`src/periph_defines.svh`:
```
// Address map, register offsets and sizing of the peripheral subsystem
// Error-slave read pattern
`ifndef PERIPH_DEFINES_SVH
`define PERIPH_DEFINES_SVH

// --------------------------------------------------
// Regions, taken from address bits 15:12
// --------------------------------------------------
`define PERIPH_REGION_PLIC  4'h0
`define PERIPH_REGION_TIMER 4'h1

// Sizing
`define PERIPH_NUM_SRC   8
`define PERIPH_PRIO_W    3
`define PERIPH_NUM_TIMER 2

// Returned for unmapped regions
`define PERIPH_ERR_DATA  32'hDEAD_BEEF

// --------------------------------------------------
// PLIC offsets
// --------------------------------------------------
`define PLIC_PRIO_BASE 12'h000
`define PLIC_PENDING   12'h080
`define PLIC_ENABLE    12'h100
`define PLIC_THRESHOLD 12'h200
`define PLIC_CLAIM     12'h204

// Timer offsets, timer n sits at 0x10 * n
`define TIMER_COUNT   4'h0
`define TIMER_CTRL    4'h4
`define TIMER_COMPARE 4'h8
`define TIMER_STATUS  4'hC

`endif

```
`src/periph_bus_pkg.sv`:
```
// APB address, data and register offset types
// Region enum used by the decoder and the response mux

package periph_bus_pkg;

    // Bus address and data words
    typedef logic [31:0] apb_addr_t;
    typedef logic [31:0] apb_data_t;

    // Offset inside one 4 KiB region
    typedef logic [11:0] reg_offset_t;

    // Decoded slave region
    typedef enum logic [1:0] {
        REGION_PLIC,
        REGION_TIMER,
        REGION_NONE
    } periph_region_e;

endpackage

```
`src/periph_irq_pkg.sv`:
```
// Interrupt source vector, priority and source id types

`include "periph_defines.svh"

package periph_irq_pkg;

    // One bit per source, bit i is source id i
    typedef logic [`PERIPH_NUM_SRC-1:0] irq_src_t;

    typedef logic [`PERIPH_PRIO_W-1:0] irq_prio_t;

    // Id 0 means no source
    typedef logic [$clog2(`PERIPH_NUM_SRC)-1:0] irq_id_t;

endpackage

```
`src/periph_apb_decoder.sv`:
```
// APB input decoder
// Region decode, register offset and per-slave access strobes

`timescale 1ns/1ps

`include "periph_defines.svh"

module periph_apb_decoder (
    input  logic                           clk_i,
    input  logic                           rst_n_i,
    input  logic                           psel_i,
    input  logic                           penable_i,
    input  logic                           pwrite_i,
    input  periph_bus_pkg::apb_addr_t      paddr_i,
    output periph_bus_pkg::periph_region_e region_o,
    output periph_bus_pkg::reg_offset_t    offset_o,
    output logic                           plic_we_o,
    output logic                           plic_re_o,
    output logic                           timer_we_o,
    output logic                           timer_re_o
);

    logic access;

    always_comb begin
        case (paddr_i[15:12])
            `PERIPH_REGION_PLIC:  region_o = periph_bus_pkg::REGION_PLIC;
            `PERIPH_REGION_TIMER: region_o = periph_bus_pkg::REGION_TIMER;
            default:              region_o = periph_bus_pkg::REGION_NONE;
        endcase
    end

    assign offset_o = paddr_i[11:0];

    // Access phase of a transfer
    assign access = psel_i & penable_i;

    assign plic_we_o  = access & pwrite_i & (region_o == periph_bus_pkg::REGION_PLIC);
    assign plic_re_o  = access & ~pwrite_i & (region_o == periph_bus_pkg::REGION_PLIC);
    assign timer_we_o = access & pwrite_i & (region_o == periph_bus_pkg::REGION_TIMER);
    assign timer_re_o = access & ~pwrite_i & (region_o == periph_bus_pkg::REGION_TIMER);

    // Only one slave is ever addressed
    strobe_onehot_a: assert property (
        @(posedge clk_i) disable iff (!rst_n_i)
        $onehot0({plic_we_o, plic_re_o, timer_we_o, timer_re_o})
    );

endmodule

```
`src/periph_timer.sv`:
```
// Two compare timers behind the APB register strobes
// Count, control, compare and status registers, level interrupt per timer

`timescale 1ns/1ps

`include "periph_defines.svh"

module periph_timer (
    input  logic                          clk_i,
    input  logic                          rst_n_i,
    input  logic                          we_i,
    input  logic                          re_i,
    input  periph_bus_pkg::reg_offset_t   offset_i,
    input  periph_bus_pkg::apb_data_t     wdata_i,
    output periph_bus_pkg::apb_data_t     rdata_o,
    output logic                          offset_err_o,
    output logic [`PERIPH_NUM_TIMER-1:0]  irq_o
);

    periph_bus_pkg::apb_data_t count_q   [`PERIPH_NUM_TIMER];
    periph_bus_pkg::apb_data_t compare_q [`PERIPH_NUM_TIMER];
    logic [`PERIPH_NUM_TIMER-1:0] enable_q;
    logic [`PERIPH_NUM_TIMER-1:0] pending_q;

    logic [`PERIPH_NUM_TIMER-1:0] wr_hit;
    logic [`PERIPH_NUM_TIMER-1:0] match;
    logic [$clog2(`PERIPH_NUM_TIMER)-1:0] tidx;
    logic sel_valid;

    // --------------------------------------------------
    // Address decode
    // --------------------------------------------------
    assign tidx      = offset_i[4 +: $clog2(`PERIPH_NUM_TIMER)];
    assign sel_valid = (offset_i[11:4] < 8'(`PERIPH_NUM_TIMER)) && (offset_i[1:0] == 2'b00);

    always_comb begin
        for (int i = 0; i < `PERIPH_NUM_TIMER; i++) begin
            wr_hit[i] = we_i && sel_valid && (offset_i[11:4] == 8'(i));
            match[i]  = enable_q[i] && (count_q[i] == compare_q[i]);
        end
    end

    // --------------------------------------------------
    // Counters and registers
    // --------------------------------------------------
    always_ff @(posedge clk_i) begin
        if (!rst_n_i) begin
            for (int i = 0; i < `PERIPH_NUM_TIMER; i++) begin
                count_q[i]   <= '0;
                compare_q[i] <= '0;
            end
            enable_q  <= '0;
            pending_q <= '0;
        end else begin
            for (int i = 0; i < `PERIPH_NUM_TIMER; i++) begin
                if (match[i]) begin
                    count_q[i] <= '0;
                end else if (enable_q[i]) begin
                    count_q[i] <= count_q[i] + 32'd1;
                end
                // Bus writes override the running count
                if (wr_hit[i] && offset_i[3:0] == `TIMER_COUNT) begin
                    count_q[i] <= wdata_i;
                end
                if (wr_hit[i] && offset_i[3:0] == `TIMER_CTRL) begin
                    enable_q[i] <= wdata_i[0];
                end
                if (wr_hit[i] && offset_i[3:0] == `TIMER_COMPARE) begin
                    compare_q[i] <= wdata_i;
                end
                if (wr_hit[i] && offset_i[3:0] == `TIMER_STATUS && wdata_i[0]) begin
                    pending_q[i] <= 1'b0;
                end
                // A new match beats a clear in the same cycle
                if (match[i]) begin
                    pending_q[i] <= 1'b1;
                end
            end
        end
    end

    // Read path
    always_comb begin
        rdata_o = '0;
        if (sel_valid) begin
            case (offset_i[3:0])
                `TIMER_COUNT:   rdata_o = count_q[tidx];
                `TIMER_CTRL:    rdata_o = {31'b0, enable_q[tidx]};
                `TIMER_COMPARE: rdata_o = compare_q[tidx];
                default:        rdata_o = {31'b0, pending_q[tidx]};
            endcase
        end
    end

    assign offset_err_o = (we_i | re_i) & ~sel_valid;
    assign irq_o        = pending_q;

    for (genvar g = 0; g < `PERIPH_NUM_TIMER; g++) begin : gen_chk
        // Pending only comes from a match of an enabled timer
        pend_needs_en_a: assert property (
            @(posedge clk_i) disable iff (!rst_n_i)
            $rose(pending_q[g]) |-> $past(enable_q[g])
        );
    end

endmodule

```
`src/periph_plic.sv`:
```
// Level-triggered interrupt controller, single target
// Gateways, priority/enable/threshold registers, best-source select,
// claim/complete and the target interrupt

`timescale 1ns/1ps

`include "periph_defines.svh"

module periph_plic (
    input  logic                        clk_i,
    input  logic                        rst_n_i,
    input  logic                        we_i,
    input  logic                        re_i,
    input  periph_bus_pkg::reg_offset_t offset_i,
    input  periph_bus_pkg::apb_data_t   wdata_i,
    input  periph_irq_pkg::irq_src_t    src_i,
    output periph_bus_pkg::apb_data_t   rdata_o,
    output logic                        offset_err_o,
    output logic                        irq_o
);

    periph_irq_pkg::irq_prio_t prio_q [`PERIPH_NUM_SRC];
    periph_irq_pkg::irq_src_t  enable_q;
    periph_irq_pkg::irq_prio_t threshold_q;
    periph_irq_pkg::irq_src_t  pending_q;
    periph_irq_pkg::irq_src_t  pending_d;
    periph_irq_pkg::irq_src_t  inflight_q;
    periph_irq_pkg::irq_src_t  inflight_d;
    periph_irq_pkg::irq_src_t  above_thr;

    periph_bus_pkg::reg_offset_t prio_off;
    periph_irq_pkg::irq_id_t     prio_id;
    periph_irq_pkg::irq_id_t     best_id;
    periph_irq_pkg::irq_prio_t   best_prio;
    periph_irq_pkg::irq_id_t     complete_id;

    logic prio_hit;
    logic pend_hit;
    logic enable_hit;
    logic thr_hit;
    logic claim_hit;
    logic claim_rd;
    logic claim_wr;

    // --------------------------------------------------
    // Register decode
    // --------------------------------------------------
    assign prio_off   = offset_i - `PLIC_PRIO_BASE;
    assign prio_id    = periph_irq_pkg::irq_id_t'(prio_off >> 2);
    assign prio_hit   = (prio_off < periph_bus_pkg::reg_offset_t'(4 * `PERIPH_NUM_SRC))
                        && (prio_off[1:0] == 2'b00);
    assign pend_hit   = (offset_i == `PLIC_PENDING);
    assign enable_hit = (offset_i == `PLIC_ENABLE);
    assign thr_hit    = (offset_i == `PLIC_THRESHOLD);
    assign claim_hit  = (offset_i == `PLIC_CLAIM);

    assign claim_rd    = re_i & claim_hit;
    assign claim_wr    = we_i & claim_hit;
    assign complete_id = periph_irq_pkg::irq_id_t'(wdata_i);

    // Pending is read-only
    assign offset_err_o = (re_i & ~(prio_hit | pend_hit | enable_hit | thr_hit | claim_hit))
                        | (we_i & ~(prio_hit | enable_hit | thr_hit | claim_hit));

    // Highest enabled pending priority above threshold, lowest id on ties
    always_comb begin
        best_id   = '0;
        best_prio = threshold_q;
        for (int i = 1; i < `PERIPH_NUM_SRC; i++) begin
            above_thr[i] = prio_q[i] > threshold_q;
            if (pending_q[i] && enable_q[i] && prio_q[i] > best_prio) begin
                best_id   = periph_irq_pkg::irq_id_t'(i);
                best_prio = prio_q[i];
            end
        end
        above_thr[0] = 1'b0;
    end

    assign irq_o = |(pending_q & enable_q & above_thr);

    // Gateways plus claim/complete
    always_comb begin
        pending_d  = pending_q | (src_i & ~inflight_q);
        inflight_d = inflight_q;
        if (claim_rd && best_id != '0) begin
            pending_d[best_id]  = 1'b0;
            inflight_d[best_id] = 1'b1;
        end
        if (claim_wr) begin
            inflight_d[complete_id] = 1'b0;
        end
        pending_d[0]  = 1'b0;
        inflight_d[0] = 1'b0;
    end

    always_ff @(posedge clk_i) begin
        if (!rst_n_i) begin
            for (int i = 0; i < `PERIPH_NUM_SRC; i++) begin
                prio_q[i] <= '0;
            end
            enable_q    <= '0;
            threshold_q <= '0;
            pending_q   <= '0;
            inflight_q  <= '0;
        end else begin
            pending_q  <= pending_d;
            inflight_q <= inflight_d;
            if (we_i && prio_hit) begin
                prio_q[prio_id] <= wdata_i[`PERIPH_PRIO_W-1:0];
            end
            if (we_i && enable_hit) begin
                enable_q <= wdata_i[`PERIPH_NUM_SRC-1:0];
            end
            if (we_i && thr_hit) begin
                threshold_q <= wdata_i[`PERIPH_PRIO_W-1:0];
            end
        end
    end

    // Read path
    always_comb begin
        rdata_o = '0;
        if (prio_hit) begin
            rdata_o = periph_bus_pkg::apb_data_t'(prio_q[prio_id]);
        end else if (pend_hit) begin
            rdata_o = periph_bus_pkg::apb_data_t'(pending_q);
        end else if (enable_hit) begin
            rdata_o = periph_bus_pkg::apb_data_t'(enable_q);
        end else if (thr_hit) begin
            rdata_o = periph_bus_pkg::apb_data_t'(threshold_q);
        end else if (claim_hit) begin
            rdata_o = periph_bus_pkg::apb_data_t'(best_id);
        end
    end

    // A claimed source stays out of pending until completed
    pend_inflight_excl_a: assert property (
        @(posedge clk_i) disable iff (!rst_n_i)
        (pending_q & inflight_q) == '0
    );

    claim_valid_a: assert property (
        @(posedge clk_i) disable iff (!rst_n_i)
        irq_o |-> (best_id != '0)
    );

endmodule

```
`src/periph_resp_mux.sv`:
```
// APB response mux
// Read data and error of the addressed slave, error slave for unmapped regions

`timescale 1ns/1ps

`include "periph_defines.svh"

module periph_resp_mux (
    input  periph_bus_pkg::periph_region_e region_i,
    input  periph_bus_pkg::apb_data_t      plic_rdata_i,
    input  logic                           plic_err_i,
    input  periph_bus_pkg::apb_data_t      timer_rdata_i,
    input  logic                           timer_err_i,
    output periph_bus_pkg::apb_data_t      prdata_o,
    output logic                           pready_o,
    output logic                           pslverr_o
);

    always_comb begin
        case (region_i)
            periph_bus_pkg::REGION_PLIC: begin
                prdata_o  = plic_rdata_i;
                pslverr_o = plic_err_i;
            end
            periph_bus_pkg::REGION_TIMER: begin
                prdata_o  = timer_rdata_i;
                pslverr_o = timer_err_i;
            end
            default: begin
                // Unmapped region
                prdata_o  = `PERIPH_ERR_DATA;
                pslverr_o = 1'b1;
            end
        endcase
    end

    // Zero wait states on every slave
    assign pready_o = 1'b1;

endmodule

```
`src/periph_subsystem.sv`:
```
// Peripheral subsystem top
// APB decoder, timer, interrupt controller, response mux, source assembly

`timescale 1ns/1ps

module periph_subsystem (
    input  logic                      clk_i,
    input  logic                      rst_n_i,
    input  logic                      psel_i,
    input  logic                      penable_i,
    input  logic                      pwrite_i,
    input  periph_bus_pkg::apb_addr_t paddr_i,
    input  periph_bus_pkg::apb_data_t pwdata_i,
    output periph_bus_pkg::apb_data_t prdata_o,
    output logic                      pready_o,
    output logic                      pslverr_o,
    input  logic [4:0]                evt_i,
    output logic                      irq_o
);

    periph_bus_pkg::periph_region_e region;
    periph_bus_pkg::reg_offset_t    offset;
    periph_bus_pkg::apb_data_t      plic_rdata;
    periph_bus_pkg::apb_data_t      timer_rdata;
    periph_irq_pkg::irq_src_t       irq_src;

    logic       plic_we;
    logic       plic_re;
    logic       timer_we;
    logic       timer_re;
    logic       plic_err;
    logic       timer_err;
    logic [1:0] timer_irq;

    periph_apb_decoder u_decoder (
        .clk_i      ( clk_i     ),
        .rst_n_i    ( rst_n_i   ),
        .psel_i     ( psel_i    ),
        .penable_i  ( penable_i ),
        .pwrite_i   ( pwrite_i  ),
        .paddr_i    ( paddr_i   ),
        .region_o   ( region    ),
        .offset_o   ( offset    ),
        .plic_we_o  ( plic_we   ),
        .plic_re_o  ( plic_re   ),
        .timer_we_o ( timer_we  ),
        .timer_re_o ( timer_re  )
    );

    periph_timer u_timer (
        .clk_i        ( clk_i       ),
        .rst_n_i      ( rst_n_i     ),
        .we_i         ( timer_we    ),
        .re_i         ( timer_re    ),
        .offset_i     ( offset      ),
        .wdata_i      ( pwdata_i    ),
        .rdata_o      ( timer_rdata ),
        .offset_err_o ( timer_err   ),
        .irq_o        ( timer_irq   )
    );

    // Id 0 reserved, then timers, then external events
    assign irq_src = {evt_i, timer_irq, 1'b0};

    periph_plic u_plic (
        .clk_i        ( clk_i      ),
        .rst_n_i      ( rst_n_i    ),
        .we_i         ( plic_we    ),
        .re_i         ( plic_re    ),
        .offset_i     ( offset     ),
        .wdata_i      ( pwdata_i   ),
        .src_i        ( irq_src    ),
        .rdata_o      ( plic_rdata ),
        .offset_err_o ( plic_err   ),
        .irq_o        ( irq_o      )
    );

    periph_resp_mux u_resp_mux (
        .region_i      ( region      ),
        .plic_rdata_i  ( plic_rdata  ),
        .plic_err_i    ( plic_err    ),
        .timer_rdata_i ( timer_rdata ),
        .timer_err_i   ( timer_err   ),
        .prdata_o      ( prdata_o    ),
        .pready_o      ( pready_o    ),
        .pslverr_o     ( pslverr_o   )
    );

endmodule

```
`config.mk`:
```
export PLATFORM = sky130hd
export DESIGN_NAME = periph_subsystem
export DESIGN_NICKNAME = d
export VERILOG_FILES = /design/src/periph_bus_pkg.sv /design/src/periph_irq_pkg.sv /design/src/periph_apb_decoder.sv /design/src/periph_timer.sv /design/src/periph_plic.sv /design/src/periph_resp_mux.sv /design/src/periph_subsystem.sv
export VERILOG_INCLUDE_DIRS = /design/src
export SDC_FILE = /design/constraint.sdc
export NUM_CORES = 1
export LEC_CHECK = 0
export BUFFER_PORTS_ARGS = -buffer_cell sky130_fd_sc_hd__buf_2
export CORE_MARGIN = 5
export CORE_UTILIZATION = 40
export CTS_CLUSTER_SIZE = 40
export DETAILED_ROUTE_END_ITERATION = 10
export PLACE_DENSITY_LB_ADDON = 0.08
export SYNTH_ARGS = -nofsm -noshare
export SYNTH_HDL_FRONTEND = slang
export SYNTH_SLANG_ARGS = --single-unit
```
`constraint.sdc`:
```
create_clock -name clk_i -period 32.7 [get_ports clk_i]
set_input_delay 1.635 -clock clk_i [delete_from_list [all_inputs] [get_ports clk_i]]
set_output_delay 1.635 -clock clk_i [all_outputs]
set_load 0.1 [all_outputs]
```
# ---- Word-level counts from Yosys, hierarchy flattened
# Memory sizes are Yosys's and may differ from the RTL's.
# Cells that the tools add are included.
dict set report classes {
  addsub 2
  n_lt_le_gt_ge 20
  n_eq_ne 12
  n_mux 79
  n_bitwise 43
  n_reduce_logical 47
}
# cell n
set ops {}
lappend ops {{$mux 32} 13}
lappend ops {{$pmux 32 s3} 1}
lappend ops {{$add 32x1->32 const B} 2}
lappend ops {{$eq 32x32->1} 2}
lappend ops {{$pmux 32 s2} 1}
lappend ops {{$mux 3} 15}
lappend ops {{$mux 1} 42}
lappend ops {{$and 8x8->8} 5}
lappend ops {{$gt 3x3->1} 13}
lappend ops {{$logic_and 1x1->1} 37}
lappend ops {{$eq 12x10->1 const B} 2}
lappend ops {{$mux 8} 3}
lappend ops {{$not 8->8} 3}
lappend ops {{$or 1x1->1} 17}
lappend ops {{$or 8x8->8} 2}
lappend ops {{$and 1x1->1} 12}
lappend ops {{$eq 12x8->1 const B} 1}
lappend ops {{$eq 12x9->1 const B} 1}
lappend ops {{$lt 12x6->1 const B} 1}
lappend ops {{$eq 4x4->1 const B} 2}
lappend ops {{$eq 8x1->1 const B} 1}
lappend ops {{$logic_not 4->1} 2}
lappend ops {{$logic_not 8->1} 1}
lappend ops {{$lt 3x4->1 const B} 2}
lappend ops {{15 further kinds} 22}
dict set report word_totals {
  register_bits 31
  mem_bits_rw 152
  elab_cells 216
  memories 3
}
# name words word_bits rd rd_ports_with_merged_regs write_ports line_no
set mem_list {}
lappend mem_list {u_timer.compare_q 2 32 3 0 2 periph_timer.sv:21} ;# periph_bus_pkg::apb_data_t compare_q [`PERIPH_NUM_TIMER];
lappend mem_list {u_timer.count_q 2 32 3 0 2 periph_timer.sv:20} ;# periph_bus_pkg::apb_data_t count_q [`PERIPH_NUM_TIMER];
lappend mem_list {u_plic.prio_q 8 3 8 0 8 periph_plic.sv:22} ;# periph_irq_pkg::irq_prio_t prio_q [`PERIPH_NUM_SRC];

# ---- Logic depth before layout (Yosys ltp)
# An unclocked memory read counts as a cell.
dict set report logic_depth {
  ltp_word 30
  ltp_mapped 53
  depth_no_buf 52
}

# ---- Modules after synthesis
# A second synthesis with hierarchy kept.
dict set report hier_totals {
  cells_unflattened 1339
  hier_area_um2 13237.7
}
# mod n_inst cells_per_inst area_each_um2 seq_area_each_um2
set by_module_without_submodules {}
lappend by_module_without_submodules {periph_timer 1 789 8475.6 3923.8}
lappend by_module_without_submodules {periph_plic 1 450 4021.4 1221.2}
lappend by_module_without_submodules {periph_resp_mux 1 78 584.3 0.0}
lappend by_module_without_submodules {periph_apb_decoder 1 21 152.6 0.0}
lappend by_module_without_submodules {periph_subsystem 1 1 3.8 0.0}

# ---- Least setup slack after synthesis
# Ideal clock, no wire load.
dict set report synth_timing {
  path_kind {register -> output}
  startpoint {reg u_plic.threshold_q[2]}
  endpoint {out prdata_o[1]}
  arrival_time_ns 10.794
  setup_slack_ns 20.271
  path_stages_with_launch 50
  n_path_buf 1
  cell_sequence {dfxtp_1 inv_1 ha_1 nor2_1 a31o_2 nor2_4 mux2_2 ha_1 nor2_1 nand2_1 a21oi_1 and3_1 nor3_1 mux2_2 ha_1 nor2_1 maj3_1 a21oi_1 [14 not listed] mux2i_2 ha_1 nor2b_1 o21ai_0 inv_1 o21ai_0 a31oi_1 ha_1 inv_1 a21o_1 a21oi_1 a311oi_1 nor2_1 nor2_1 o22ai_1 a31oi_1 a211oi_1 o21ai_0}
}
dict set report synth_via {
  elab_chain_cells 27
}
# element line_no
set synth_rtl {}
lappend synth_rtl {{start, declared} periph_plic.sv:24} ;# periph_irq_pkg::irq_prio_t threshold_q;
lappend synth_rtl {{start signal, assigned} periph_plic.sv:115} ;# threshold_q <= wdata_i[`PERIPH_PRIO_W-1:0];
lappend synth_rtl {{$gt 3x3->1} periph_plic.sv:71} ;# if (pending_q[i] && enable_q[i] && prio_q[i] > best_prio) begin
lappend synth_rtl {{$logic_and 1x1->1} periph_plic.sv:71}
lappend synth_rtl {{$mux 3 (*)} periph_plic.sv:71}
lappend synth_rtl {{$gt 3x3->1} periph_plic.sv:71}
lappend synth_rtl {{$logic_and 1x1->1} periph_plic.sv:71}
lappend synth_rtl {{$mux 3} periph_plic.sv:71}
lappend synth_rtl {{$gt 3x3->1} periph_plic.sv:71}
lappend synth_rtl {{$logic_and 1x1->1} periph_plic.sv:71}
lappend synth_rtl {{[11 not listed]} -}
lappend synth_rtl {{$logic_and 1x1->1} periph_plic.sv:71}
lappend synth_rtl {{$mux 3 (*)} periph_plic.sv:71}
lappend synth_rtl {{$mux 3 (*)} periph_plic.sv:131} ;# end else if (claim_hit) begin
lappend synth_rtl {{$mux 32 (*)} periph_plic.sv:129} ;# end else if (thr_hit) begin
lappend synth_rtl {{$mux 32 (*)} periph_plic.sv:127} ;# end else if (enable_hit) begin
lappend synth_rtl {{$mux 32 (*)} periph_plic.sv:125} ;# end else if (pend_hit) begin
lappend synth_rtl {{$mux 32 (*)} periph_plic.sv:123} ;# if (prio_hit) begin
lappend synth_rtl {{$pmux 32 s2 (*)} periph_resp_mux.sv:20} ;# case (region_i)
lappend synth_rtl {{end, declared} periph_subsystem.sv:14} ;# output periph_bus_pkg::apb_data_t prdata_o,
# Every way passes the cells marked *; elsewhere a longest branch is shown, timed or not.

# ---- Worst setup path after layout
dict set report layout_timing {
  startpoint {reg u_plic.threshold_q[1]}
  endpoint {out prdata_o[1]}
}
dict set report layout_via {
  elab_chain_cells 27
}
# element line_no
set layout_rtl {}
lappend layout_rtl {{$gt 3x3->1} periph_plic.sv:71}
lappend layout_rtl {{$logic_and 1x1->1} periph_plic.sv:71}
lappend layout_rtl {{$mux 3} periph_plic.sv:71}
lappend layout_rtl {{$gt 3x3->1} periph_plic.sv:71}
lappend layout_rtl {{$logic_and 1x1->1} periph_plic.sv:71}
lappend layout_rtl {{$mux 3} periph_plic.sv:71}
lappend layout_rtl {{$gt 3x3->1} periph_plic.sv:71}
lappend layout_rtl {{$logic_and 1x1->1} periph_plic.sv:71}
lappend layout_rtl {{[11 not listed]} -}
lappend layout_rtl {{$logic_and 1x1->1} periph_plic.sv:71}
lappend layout_rtl {{$mux 3} periph_plic.sv:71}
lappend layout_rtl {{$mux 3} periph_plic.sv:131}
lappend layout_rtl {{$mux 32 (*)} periph_plic.sv:129}
lappend layout_rtl {{$mux 32 (*)} periph_plic.sv:127}
lappend layout_rtl {{$mux 32 (*)} periph_plic.sv:125}
lappend layout_rtl {{$mux 32 (*)} periph_plic.sv:123}
lappend layout_rtl {{$pmux 32 s2 (*)} periph_resp_mux.sv:20}
# Marks and branches as above.

==> impl_results.md <==
* Minimum clock period after layout at 14.02 ns
* Fmax at 71.34 MHz
* R2r startpoint: u_plic.threshold_q[1]$_SDFFE_PN0P_
* Worst-Skew Late Latency at 0.45 ns
* Power share of the combinational group at 0.111
* Crit-path slowest cell: o21ai_0
* Syn Nets at 1318
* Iteration count of the initial detailed-routing pass at 5
* Final Max Tran Viols at 0
* Reg power frac at 0.502
* First-pass GRT wire length at 57.86 mm
* Clk pin slew, worst setup/hold paths at 0.08 ns
* Hold buffers post-CTS at 0
* Vias/cell at 5.717
* Setup ws final at 18.68 ns
* Finished Layout Cells at 1672
* Placed Cells at 1640
* Largest net degree at the start of global routing at 52
* Commonest non-fill, non-tap cell in the layout: edfxtp_1
* Area of the multi-input gates at 6331 sq um
* Net Sw Frac at 0.2816
* Storage element area at 5145 sq um
* Ys async rst share at 0
* Die outline width at 181.9 um
* Fillers at 2872
* Wirelength per Cell at 23.04 um
* Critical setup path kind: flip-flop to primary output
* Core Area at 29400 sq um
* Hold Startpoint: u_plic.enable_q[0]$_SDFFE_PN0P_
* Pwr dens at 40.47 nW/um^2
* Vias at 9558
* Root Buffer: clkbuf_16
* Initial core utilization at 0.4019
* Worst slack, placed at 19.31 ns
* PostCTS Resize Cnt at 0
* Area Overhead vs Synth at 12.01%
* Ports at 109
* Endpoint kind of the worst setup timing path: primary output
* Port buffer count at 91
* Row cnt at 63
* Final hold vios at 0
* Worst EP required at 31.06 ns
* Slew @ Worst Pin at 1.081 ns
* Maxcap violations at 0
* Total routed wirelength at 38.52 mm
* Yosys Warn Count at 0
* CTS Sinks at 181
* Crit-path most repeated cell: ha_1
* RD Place Congestion at 0.9120
* Slew HR at 0.2774
* Vias in the first global route at 9196
* CP bufs+invs at 5
* Crit share post-route at 0.4287
* Crit-path leading delay family: compound AO/OA/AOI/OAI gates
* Synth Instances at 1211
* Total chip power at 535.6 uW
* GR Util All Layers at 0.2300
* GRT overflow at 0
* CP Launch Type: flip-flop
* Register bit total from synthesis at 181
* Drt initial violations at 839
* Sequential fraction of the synthesis area at 0.4354
* Post-synth EDFFs at 152
* Post-Route Setup TNS at 0 ns
* TritonCTS buffer count at 17
* Most frequent cells in the layout: edfxtp_1 (152), nand2_1 (146), o21ai_0 (117), buf_2 (90), xnor2_1 (85)
* Crit-path max cell delay at 0.69 ns
* Pint at 384.8 uW
* DIE AREA at 33080 sq um
* DRC Markers at 0
* Nets@finish at 1376
* Inserted Diodes at 0
* Antenna-violating nets left at 0
* Ys flop type: edfxtp_1
* Leakage power at 0.004550 uW
* Final setup vio count at 0
* Worst IR drop on VDD at 0.03568 mV
* H-Tree Depth at 4
* Status: finished clean
* CP Max Fanout at 12
* Clk buf depth at 2
* CP arrival at 12.38 ns
* Post-DP HPWL at 27.32 mm
* Hold Path Class: flip-flop to flip-flop
* Layout cells sized above 1 at 0.1381
* Crit path launch: u_plic.threshold_q[1]$_SDFFE_PN0P_
* Syn Area/Cell at 9.758 sq um
* Mapped Area at 11820 sq um
* Worst clock skew at 0.01208 ns
* Synth unique cells at 76
* RSZ-0062 raised after global routing: no
* Antenna violations before repair at 2
* Sw Pwr at 150.8 uW
* Setup bufs post-CTS at 0
* Clock share of power at 0.387
* TritonCTS clock tree: built
* Die height at 181.9 um
==> synthesized netlist by cell type (24+ instances only) <==
| master | number | share of area |
|---|---|---|
| nor2_1 | 64 | 0.020 |
| inv_1 | 33 | 0.010 |
| o22a_1 | 24 | 0.018 |
| o21ai_0 | 119 | 0.050 |
| a21oi_1 | 35 | 0.015 |
| ha_1 | 33 | 0.035 |
| edfxtp_1 | 152 | 0.39 |
| and2_1 | 62 | 0.033 |
| dfxtp_1 | 29 | 0.049 |
| mux2i_1 | 72 | 0.061 |
| nand4_1 | 33 | 0.017 |
| clkbuf_1 | 59 | 0.019 |
| xnor2_1 | 85 | 0.063 |
| nand3_1 | 35 | 0.015 |
| nand2_1 | 146 | 0.046 |
| xor2_1 | 40 | 0.030 |
==> worst min-delay path: cells and delay by family (launching register included) <==
| family | cells | cell delay, ns |
|---|---|---|
| AO/OA/AOI/OAI | 1 | 0.05 |
| AND/OR/NAND/NOR | 1 | 0.05 |
| flip-flops | 1 | 0.32 |
==> power by group through the flow <==
stage,Sequential [uW],Combinational [uW],Clock (uW)
finish,269,59.6,207
global route,270,63.8,221
CTS,269,59.8,210
detailed placement,274,59.4,0
global placement,274,59.4,0
floorplan,270,40.3,0
==> area by class of cell <==
type | count | share of cell area
Clock buffer | 17 | 0.03214
Clock inverter | 15 | 0.01087
Inverter | 33 | 0.009359
Multi-Input combinational cell | 929 | 0.4784
Sequential cell | 181 | 0.3887
Tap cell | 390 | 0.03687
Timing Repair Buffer | 107 | 0.04368
==> routing by layer <==
| layer | up-vias | wire (um) | share of wire | GRT usage |
|---|---|---|---|---|
| met1 | 4668 | 18640 | 0.48 | 0.3447 |
| li1 | 4537 | - | - | - |
| met4 | 2 | 676 | 0.018 | 0.05944 |
| met2 | 309 | 17030 | 0.44 | 0.3482 |
| met3 | 42 | 2172 | 0.056 | 0.03425 |
| met5 | - | 7 | 0.00018 | 0 |
==> flip-flops by register name, indices dropped and copies added (netlist names) <==
name                count
u_timer.enable_q        2
u_plic.prio_q          24
u_plic.inflight_q       7
u_timer.compare_q      64
u_timer.count_q        64
u_plic.enable_q         8
u_timer.irq_o           2
u_plic.threshold_q      3
u_plic.pending_q        7
==> path summary, 6_finish.rpt <==
path	endpoint	slack (ns)	cells past startpoint
max	prdata_o[1]	18.68	51
min	u_plic.enable_q[0]$_SDFFE_PN0P_	0.46	2
max reg2reg	u_plic.inflight_q[2]$_SDFF_PN0_	20.86	50
min reg2reg	u_plic.enable_q[0]$_SDFFE_PN0P_	0.46	2
==> kinds of logic (layout without fill, tap and decap cells) <==
kind of cell,count (synthesis),after routing,synth area share
xor+xnor,125,125,0.09265
flops,181,181,0.4354
simple gates,426,426,0.1814
other cells,1,1,0.0003174
mux,85,85,0.08026
compound gates,257,257,0.1402
buf+inv,101,172,0.03314
fa+ha+maj,35,35,0.03664
==> stage by stage <==
| stage | utilization | hold slack, ns | cell area, sq um |
|---|---|---|---|
| final | 0.4501 | 0.4641 | 13240 |
| after global routing | 0.4501 | 0.4938 | 13240 |
| after CTS | 0.4501 | 0.4622 | 13240 |
| after detailed placement | 0.4308 | 0.4504 | 12670 |
| after global placement | 0.4308 | 0.4429 | 12670 |
| after floorplan | - | 0.4320 | 11820 |
(Power assumes the default switching activity.)
